**src/design/rf_arch_pkg.sv**
```systemverilog
// register file geometry and word types, imported by the datapath, control and top level
package rf_arch_pkg;

   // ######################################
   // geometry defaults
   // ######################################

   localparam int REGS_DEFAULT   = 16;   // architectural registers
   localparam int WORD_W_DEFAULT = 32;   // register word width

   // issue width, one write port per lane
   // and two read ports per lane (rs1, rs2)
   localparam int LANES = 2;

   // derived index width
   localparam int IDX_W = $clog2(REGS_DEFAULT);

   // ######################################
   // word level types
   // ######################################

   typedef logic [IDX_W-1:0] reg_idx_t;            // register index, 4 bits
   typedef logic [WORD_W_DEFAULT-1:0] word_t;      // register word

endpackage

```
**src/design/rf_isa_pkg.sv**
```systemverilog
// operation encoding, bundle and retire record types for the dual-issue core and its host
package rf_isa_pkg;

   import rf_arch_pkg::*;

   // ######################################
   // opcodes
   // ######################################

   // 3-bit encoding, codes 6 and 7 unused
   typedef enum logic [2:0] {
      op_nop = 3'd0,   // no operation, no write
      op_ldi = 3'd1,   // rd = zext(imm)
      op_add = 3'd2,   // rd = rs1 + rs2
      op_sub = 3'd3,   // rd = rs1 - rs2
      op_xor = 3'd4,   // rd = rs1 ^ rs2
      op_and = 3'd5    // rd = rs1 & rs2
   } opcode_t;

   // one lane's operation, 31 bits
   typedef struct packed {
      opcode_t     opcode;
      reg_idx_t    rd;
      reg_idx_t    rs1;
      reg_idx_t    rs2;
      logic [15:0] imm;      // zero-extended by ldi
   } lane_op_t;

   // lane 0 in the low element, 62 bits
   typedef lane_op_t [LANES-1:0] bundle_t;

   // ######################################
   // retire record
   // ######################################

   typedef struct packed {
      reg_idx_t rd;       // destination
      word_t    result;   // value written
   } retire_lane_t;

   typedef struct packed {
      logic [LANES-1:0]         wr_mask;   // lane wrote a register
      retire_lane_t [LANES-1:0] lane;
   } retire_t;

endpackage

```
**src/design/rf_alu_lane.sv**
```systemverilog
// combinational execution lane: one lane_op_t and two operands in, result and write flag out
module rf_alu_lane #(
   parameter int RW = rf_arch_pkg::WORD_W_DEFAULT   // operand and result width
) (
   input  rf_isa_pkg::lane_op_t op,       // decoded from the captured bundle
   input  logic [RW-1:0]        opa,      // rs1 value, zero if unused
   input  logic [RW-1:0]        opb,      // rs2 value, zero if unused
   output logic [RW-1:0]        result,
   output logic                 wr        // result goes to rd
);

   import rf_isa_pkg::*;

   logic [RW-1:0] sum;
   logic [RW-1:0] diff;

   // both wrap modulo 2**RW
   assign sum  = opa + opb;
   assign diff = opa - opb;

   // ######################################
   // opcode decode
   // ######################################

   always_comb begin
      result = '0;
      wr     = 1'b1;   // every real opcode writes
      case (op.opcode)
         op_ldi: result = RW'(op.imm);   // zero-extend
         op_add: result = sum;
         op_sub: result = diff;
         op_xor: result = opa ^ opb;
         op_and: result = opa & opb;
         default: begin
            // nop and the unused codes
            result = '0;
            wr     = 1'b0;
         end
      endcase
   end

endmodule

```
**src/design/rf_dual_core.sv**
```systemverilog
// dual-issue execution subsystem top: joins issue control, register file and both ALU lanes
module rf_dual_core #(
   parameter int REGS = rf_arch_pkg::REGS_DEFAULT,     // register count
   parameter int RW   = rf_arch_pkg::WORD_W_DEFAULT    // word width
) (
   input  logic                clk,
   input  logic                reset,
   input  logic                req,            // four-phase request
   output logic                ack,
   input  rf_isa_pkg::bundle_t bundle,         // stable while req high
   output rf_isa_pkg::retire_t retire,         // held until next retire
   output logic                retire_valid    // one cycle per bundle
);

   import rf_arch_pkg::*;
   import rf_isa_pkg::*;

   localparam int RP = 2 * LANES;   // rs1, rs2 per lane
   localparam int WP = LANES;       // one write per lane

   // ######################################
   // interconnect
   // ######################################

   lane_op_t [LANES-1:0]        lane_op;
   logic [LANES-1:0][RW-1:0]    lane_result;
   logic [LANES-1:0]            lane_wr;
   logic [RP-1:0]               rd_valid;
   reg_idx_t [RP-1:0]           rd_addr;
   logic [RP-1:0][RW-1:0]       rd_data;
   logic [WP-1:0]               wr_valid;
   reg_idx_t [WP-1:0]           wr_addr;
   logic [WP-1:0][RW-1:0]       wr_data;

   rf_issue_ctrl #(.RW(RW)) i_ctrl (
      .clk, .reset, .req, .ack, .bundle, .retire, .retire_valid,
      .lane_op, .lane_result, .lane_wr,
      .rd_valid, .rd_addr,
      .wr_valid, .wr_addr, .wr_data
   );

   rf_regfile #(.REGS(REGS), .RW(RW), .RP(RP), .WP(WP)) i_regfile (
      .clk,
      .wr_valid, .wr_addr, .wr_data,
      .rd_valid, .rd_addr, .rd_data
   );

   // lane i takes read ports 2i (rs1) and 2i+1 (rs2)
   for (genvar i = 0; i < LANES; i++) begin : g_lane
      rf_alu_lane #(.RW(RW)) i_alu (
         .op     (lane_op[i]),
         .opa    (rd_data[2*i]),
         .opb    (rd_data[2*i+1]),
         .result (lane_result[i]),
         .wr     (lane_wr[i])
      );
   end

endmodule

```
**src/design/rf_issue_ctrl.sv**
```systemverilog
// issue control: four-phase handshake, bundle capture, regfile port steering and retire record
module rf_issue_ctrl #(
   parameter int RW = rf_arch_pkg::WORD_W_DEFAULT   // word width on the write path
) (
   input  logic                                                    clk,
   input  logic                                                    reset,
   // host side
   input  logic                                                    req,
   output logic                                                    ack,
   input  rf_isa_pkg::bundle_t                                     bundle,
   output rf_isa_pkg::retire_t                                     retire,
   output logic                                                    retire_valid,
   // lanes
   output rf_isa_pkg::lane_op_t [rf_arch_pkg::LANES-1:0]           lane_op,
   input  logic [rf_arch_pkg::LANES-1:0][RW-1:0]                   lane_result,
   input  logic [rf_arch_pkg::LANES-1:0]                           lane_wr,
   // regfile read ports
   output logic [2*rf_arch_pkg::LANES-1:0]                         rd_valid,
   output rf_arch_pkg::reg_idx_t [2*rf_arch_pkg::LANES-1:0]        rd_addr,
   // regfile write ports, lane 1 on port 1
   output logic [rf_arch_pkg::LANES-1:0]                           wr_valid,
   output rf_arch_pkg::reg_idx_t [rf_arch_pkg::LANES-1:0]          wr_addr,
   output logic [rf_arch_pkg::LANES-1:0][RW-1:0]                   wr_data
);

   import rf_arch_pkg::*;
   import rf_isa_pkg::*;

   typedef enum logic [1:0] {
      st_idle = 2'd0,   // waiting for req
      st_exec = 2'd1,   // operands read, lanes compute
      st_wait = 2'd2    // ack high, waiting for req low
   } state_t;

   state_t  state;
   bundle_t bundle_q;   // captured bundle
   logic    capture;

   // true when the opcode reads rs1 and rs2
   function automatic logic reads_sources(opcode_t opc);
      logic used;
      case (opc)
         op_add, op_sub, op_xor, op_and: used = 1'b1;
         default: used = 1'b0;   // ldi, nop
      endcase
      return used;
   endfunction

   assign capture = (state == st_idle) && req && !ack;

   // ######################################
   // handshake FSM
   // ######################################

   always_ff @(posedge clk) begin
      if (reset) begin
         state        <= st_idle;
         ack          <= 1'b0;
         retire_valid <= 1'b0;
      end else begin
         retire_valid <= 1'b0;   // single cycle pulse
         case (state)
            st_idle: if (capture) state <= st_exec;
            st_exec: begin
               state        <= st_wait;   // writes land on this edge
               ack          <= 1'b1;
               retire_valid <= 1'b1;
            end
            st_wait: begin
               if (!req) begin
                  ack   <= 1'b0;   // release seen
                  state <= st_idle;
               end
            end
            default: state <= st_idle;
         endcase
      end
   end

   // payload registers
   always_ff @(posedge clk) begin
      if (capture) bundle_q <= bundle;
      if (state == st_exec) begin
         retire.wr_mask <= lane_wr;   // nop lanes give 0
         for (int i = 0; i < LANES; i++) begin
            retire.lane[i].rd     <= bundle_q[i].rd;
            retire.lane[i].result <= lane_result[i];
         end
      end
   end

   // ######################################
   // port steering
   // ######################################

   always_comb begin
      for (int i = 0; i < LANES; i++) begin
         lane_op[i]        = bundle_q[i];
         // ports 2i and 2i+1 carry this lane's rs1, rs2
         rd_addr[2*i]      = bundle_q[i].rs1;
         rd_addr[2*i+1]    = bundle_q[i].rs2;
         rd_valid[2*i]     = reads_sources(bundle_q[i].opcode);
         rd_valid[2*i+1]   = reads_sources(bundle_q[i].opcode);
         // write back in exec only, regfile gives lane 1 priority
         wr_valid[i]       = (state == st_exec) && lane_wr[i];
         wr_addr[i]        = bundle_q[i].rd;
         wr_data[i]        = lane_result[i];
      end
   end

endmodule

```
**src/design/rf_regfile.sv**
```systemverilog
// multi-port register file: WP write ports, RP read ports with zero latency and valid gating
module rf_regfile #(
   parameter int REGS = 16,   // number of registers
   parameter int RW   = 32,   // register width
   parameter int RP   = 4,    // read ports
   parameter int WP   = 2     // write ports
) (
   input  logic                              clk,
   // write ports
   input  logic [WP-1:0]                     wr_valid,   // per port write strobe
   input  rf_arch_pkg::reg_idx_t [WP-1:0]    wr_addr,
   input  logic [WP-1:0][RW-1:0]             wr_data,
   // read ports
   input  logic [RP-1:0]                     rd_valid,   // low forces zero data
   input  rf_arch_pkg::reg_idx_t [RP-1:0]    rd_addr,
   output logic [RP-1:0][RW-1:0]             rd_data
);

   logic [RW-1:0] mem [REGS];        // storage, no reset
   logic [WP-1:0] write_en [REGS];   // per register, per port

   // ######################################
   // write ports
   // ######################################

   // address decode per register
   always_comb begin
      for (int i = 0; i < REGS; i++) begin
         for (int j = 0; j < WP; j++) begin
            write_en[i][j] = wr_valid[j] && (wr_addr[j] == i);
         end
      end
   end

   // later port overrides earlier in the loop,
   // so the highest port index wins a collision
   always_ff @(posedge clk) begin
      for (int i = 0; i < REGS; i++) begin
         for (int j = 0; j < WP; j++) begin
            if (write_en[i][j]) begin
               mem[i] <= wr_data[j];
            end
         end
      end
   end

   // ######################################
   // read ports
   // ######################################

   // old contents until the write edge
   always_comb begin
      for (int k = 0; k < RP; k++) begin
         rd_data[k] = rd_valid[k] ? mem[rd_addr[k]] : '0;   // unused operand reads zero
      end
   end

endmodule

```
**config.mk**
```make
export PLATFORM = sky130hd
export DESIGN_NAME = rf_dual_core
export DESIGN_NICKNAME = d
export VERILOG_FILES = /design/src/design/rf_arch_pkg.sv /design/src/design/rf_isa_pkg.sv /design/src/design/rf_alu_lane.sv /design/src/design/rf_dual_core.sv /design/src/design/rf_issue_ctrl.sv /design/src/design/rf_regfile.sv
export SDC_FILE = /design/constraint.sdc
export NUM_CORES = 2
export LEC_CHECK = 0
export ABC_CLOCK_PERIOD_IN_PS = 18000
export BUFFER_PORTS_ARGS = -buffer_cell sky130_fd_sc_hd__clkbuf_2
export CAP_MARGIN = 20
export CORE_ASPECT_RATIO = 0.75
export CORE_MARGIN = 2
export CORE_UTILIZATION = 29
export CTS_CLUSTER_DIAMETER = 60
export CTS_CLUSTER_SIZE = 24
export DETAILED_ROUTE_END_ITERATION = 7
export PLACE_DENSITY = 0.42
export SETUP_SLACK_MARGIN = 0.1
export SYNTH_ARGS = -nofsm -noshare
export SYNTH_HDL_FRONTEND = slang
export SYNTH_SLANG_ARGS = --single-unit
```
**constraint.sdc**
```tcl
create_clock -name clk -period 18 [get_ports clk]
set_clock_uncertainty 0.05 [all_clocks]
set_input_delay 3.6 -clock clk [delete_from_list [all_inputs] [get_ports clk]]
set_output_delay 3.6 -clock clk [all_outputs]
set_load 0.01 [all_outputs]
```
After elaboration in Yosys (flattened, before gate mapping)
Memories as Yosys holds them, arrays and structs flattened. A register that Yosys moved wholly into a read port is not among the register bits. Index checks and enable logic that the tools add are counted.

Register bits after elaboration: 140. RAM bits: 512. Input bits: 65. Output and inout port bits: 76. Word-level logic and storage cells: 234. Memories kept: 1.

Memories: i_regfile.mem (depth 16, width 32, read ports 4, clocked after memory_dff 4, write ports 16, line rf_regfile.sv:19) `logic [RW-1:0] mem [REGS];`.

Add/subtract/negate cells: 4. Eq/ne operators: 44. Mux-type cells: 100. Bitwise gates (word level): 20. Reductions and logical operators: 47.

Operators with widths (count): $mux 32 (20); $pmux 32 s5 (2); $mux 1 (70); $add 32x32->32 (2); $and 32x32->32 (2); $eq 4x4->1 const B (16); $sub 32x32->32 (2); $xor 32x32->32 (2); $logic_and 1x1->1 (36); $eq 4x3->1 const B (8); $eq 4x2->1 const B (4); $mux 4 (4); $or 1x1->1 (16); $eq 3x2->1 const B (4); $eq 3x3->1 const B (4); $reduce_or 5->1 (2); $eq 4x1->1 const B (2); $logic_not 4->1 (2); $reduce_or 4->1 (2); $eq 3x1->1 const B (2); $pmux 2 s3 (1); $mux 2 (2); $reduce_and 2->1 (2); $eq 2x1->1 const B (1); other kinds (7) (7).

Logic depth before layout (Yosys ltp)
Depth after elaboration: 8. Mapped depth: 28. Gate-level depth less buffers: 21.

Modules after synthesis
A second synthesis with hierarchy kept.

Cells, all modules: 4222. Area total of the unflattened synthesis: 51018.9 um^2.

Modules (own cells, without submodules): rf_regfile (instances 1, cells an instance 2928, area an instance 38704.6 um^2, seq. area each 15374.7 um^2); rf_issue_ctrl (instances 1, cells an instance 244, area an instance 4936.0 um^2, seq. area each 4164.0 um^2); rf_alu_lane at g_lane[0].i_alu (instances 1, cells an instance 551, area an instance 3827.4 um^2, seq. area each 0.0 um^2); rf_alu_lane at g_lane[1].i_alu (instances 1, cells an instance 499, area an instance 3550.9 um^2, seq. area each 0.0 um^2).

Worst setup path after synthesis
No wires, ideal clock.

Kind: in2reg. Start: input req. End: register (tool-made name). Library setup time: 0.126 ns. Arrival: 7.066 ns. Required time: 17.824 ns. Slack: 10.758 ns. Stages: 3. Path buffers: 1. Cell sequence: nor4b_1 clkbuf_1 mux2_2.

RTL lines: start, declared (line rf_dual_core.sv:8) `input logic req,`.

==> metrics.yaml <==
routing:
  route.met2.wl_microns: 94030
  drt_iter0_markers: 5919
  dr.max_layer_used: "met5"
  wirelength_met1_microns: 111000
  vias_per_cell: 6.213
  dr.pass1.iters: 5
  antenna_left: 0
  routed_wl_microns: 233700
  drc_errors: 0
  routedWlPerCell_microns: 37.54
  vias: 38670
  wl_met3_microns: 24010
floorplanning:
  fp.dieArea_sq_mm: 0.1753
  std_cell_rows: 131
  core-area_sq_mm: 0.1705
  start_util: 0.2925
  ioPinCount: 141
  die_w_microns: 482.8
  chipHeight_microns: 363.1
cells_and_area:
  multiInputGateArea_sq_mm: 0.02854
  seq_area_sq_mm: 0.01991
  layout.cells.non_filler: 6225
  layout-drive-gt1-share: 0.3029
  nNetsFinal: 4081
  fill_cells: 16810
  syn_to_final_growth_pct: 13.18
global_route:
  grt_antenna_before_repair: 13
  overflow: 0
  grt_max_degree: 106
  track_usage: 0.2628
  grt_pass1_wl_microns: 319700
  grt_pass1_vias: 36000
critical_path:
  critPathTopFamily: "compound AO/OA/AOI/OAI gates"
  crit_arrival_ps: 9280
  r2r_cells: 23
  crit_top_cell: "or3_1"
  start_kind: "register"
  slowest_stage: "buf_4"
  max_stage_delay_ps: 720
  r2r_slack_ps: 9080
  required_ps: 18360
  critPathMaxFanout: 43
  cp_num_buf_inv: 3
  cp_cell_sequence: "buf_4 -> buf_4 -> mux2_2 -> o22ai_1 -> a2111oi_1 -> clkdlybuf4s18_2 -> a221o_1 -> or3_1 -> or3_1 -> or3_1 -> nor2_1 -> a21oi_1 -> xnor2_1 -> ha_1 -> nand2_1 -> o21ai_0 -> o211ai_1 -> a211oi_1 -> nor3b_1 -> o31ai_1 -> xnor2_1 -> o22a_1 -> mux2i_1"
  criticalPathCategory: "register to register"
  crit_path_end_kind: "register"
  crit-reg2reg-capture: "i_regfile.mem[9][27]"
timing:
  maxSlewViolCount: 0
  post-route-period-util: 0.4958
  tns_ps: 0
  setup_violations: 0
  worst_pin_slew_ps: 1191
  maxSlewHeadroom: 0.2060
  finalHoldWorstSlack_ps: 424.1
  fin_crit_ps: 8924
  max_freq_mhz: 112.1
  hold_viol_final: 0
  rsz0062_at_grt: "false"
cts:
  cts_tree: "yes"
  ctsResizeCount: 0
  cts_buffers: 73
  clockRootBuffer: "clkbuf_16"
  clk_pin_slew_worst_paths_ps: 70
  htreeDepth: 3
  clock_path_buffers: 3
  cts_hold_buffers: 0
  clkLatencyLatePin_ps: 740
  post_cts_buffers: 0
  numClockSinks: 668
pwr:
  power.density_mw_per_mm2: 113.9
  vdd_ir_drop_max_uv: 62.39
  cellLeakagePower_nw: 22.00
logic_synthesis:
  seq_area_frac_synth: 0.3983
  synth.distinct_cells: 94
  synth_enable_flop_cells: 648
  synth_nets: 4038
  synth_area_per_cell_sq_um: 12.93
  ys_async_sr_fraction: 0
  ys_warn_count: 0
  syn_inst: 3857
  ys_seq_elements: 668
  synthFlopType: "edfxtp_1"
  syn_area_sq_mm: 0.04986
min_path:
  holdPathStages: 1
  hold_path.startpoint: "i_ctrl.lane_op[52]"
  hp-class: "register to register"
placed_design:
  portBuffers: 140
  place_congestion: 0.9521
  hpwl_microns: 157100
  placedCellCount: 6080
outcome:
  status: "finished, final reports clean"
job:
  maxCapViolCount: 0
-- worst max path at each step --
stage,start,end,cells past startpoint
4_1_cts,register,i_regfile.mem[9][27],23
6_report,register,i_regfile.mem[9][27],23
5_1_grt,register,i_regfile.mem[12][27],23
2_1_floorplan,req,register,3
3_3_place_gp,register,i_regfile.mem[1][30],23
3_5_place_dp,register,i_regfile.mem[12][27],23
-- kinds of logic after synthesis --
kind of cell	synth area share
flip-flops	0.3983
adder cells (fa/ha/maj)	0.02941
XOR/XNOR	0.02090
AND/OR/NAND/NOR	0.07579
multiplexers	0.3467
buffers and inverters	0.04020
AO/OA/AOI/OAI	0.08869
-- synth_stat cells (14+ instances only) --
library cell	number	area share
xor2_1	59	0.010
buf_4	15	0.0023
a21o_1	36	0.0054
mux4_2	540	0.24
mux2i_1	408	0.082
and2_1	80	0.010
o21bai_1	16	0.0024
nand3_1	41	0.0041
ha_1	114	0.029
o21ai_0	75	0.0075
nor3_1	50	0.0050
nand2_1	110	0.0083
a21oi_1	288	0.029
a31oi_1	35	0.0044
a22oi_1	77	0.012
xnor2_1	60	0.011
dfxtp_1	20	0.0080
inv_1	93	0.0070
mux2_2	67	0.015
o22ai_1	29	0.0036
edfxtp_1	648	0.39
nor2_1	354	0.027
nor2b_1	31	0.0039
buf_6	16	0.0036
buf_2	36	0.0036
nand2b_1	24	0.0030
clkbuf_1	211	0.016
or2_2	14	0.0018
buf_1	62	0.0047
-- layout by cell type, fill, tap and decap left out, types with 57 or more instances in the layout --
cell       instances
edfxtp_1         648
mux4_2           540
mux2i_1          405
nor2_1           349
a21oi_1          267
buf_4            166
clkbuf_2         140
ha_1             114
nand2_1           98
inv_1             92
and2_1            80
a22oi_1           77
clkbuf_16         76
mux2_2            67
o21ai_0           59
xnor2_1           59
xor2_1            57
-- report_power, final --
group	switching [mW]	internal, mW	total [mW]
clock network	0.809	0.906	1.71
logic	1.70	1.02	2.72
registers	0.0977	1.89	1.99
total	2.61	3.82	6.43
-- metrics by stage --
step	total power [mW]	setup slack, ps	utilization	area [sq um]
after floorplan	3.714	10760	-	49860
after global placement	4.665	8903	0.3145	53600
after detailed placement	4.663	9225	0.3149	53680
after CTS	6.390	9169	0.3305	56340
after global routing	6.682	8430	0.3310	56420
final	6.426	9076	0.3310	56430
-- metal layers --
layer  global-route usage  vias to the layer above
li1                     -                    15550
met1               0.4155                    20540
met2               0.3566                     2329
met3              0.06484                      249
met4              0.04997                        2
met5                    0                        -
-- final cells by class --
type                    instances  share of cell area
clock inverters                55             0.01326
clock buffers                  79             0.03390
diodes                          5           0.0002217
repair buffers                318             0.03749
well taps                    2261             0.05013
inverters                      95            0.006363
flip-flops and latches        668              0.3528
multi-input cells            2744              0.5058
-- state kept, by name, summed over array words and instances, names as in the netlist, named ones only --
| register | flops |
|---|---|
| i_ctrl.state | 2 |
| i_ctrl.retire | 74 |
| i_regfile.mem | 512 |
| i_ctrl.ack | 1 |
| i_ctrl.retire_valid | 1 |
| i_ctrl.lane_op | 62 |
Power figures use the tool's default switching activity.
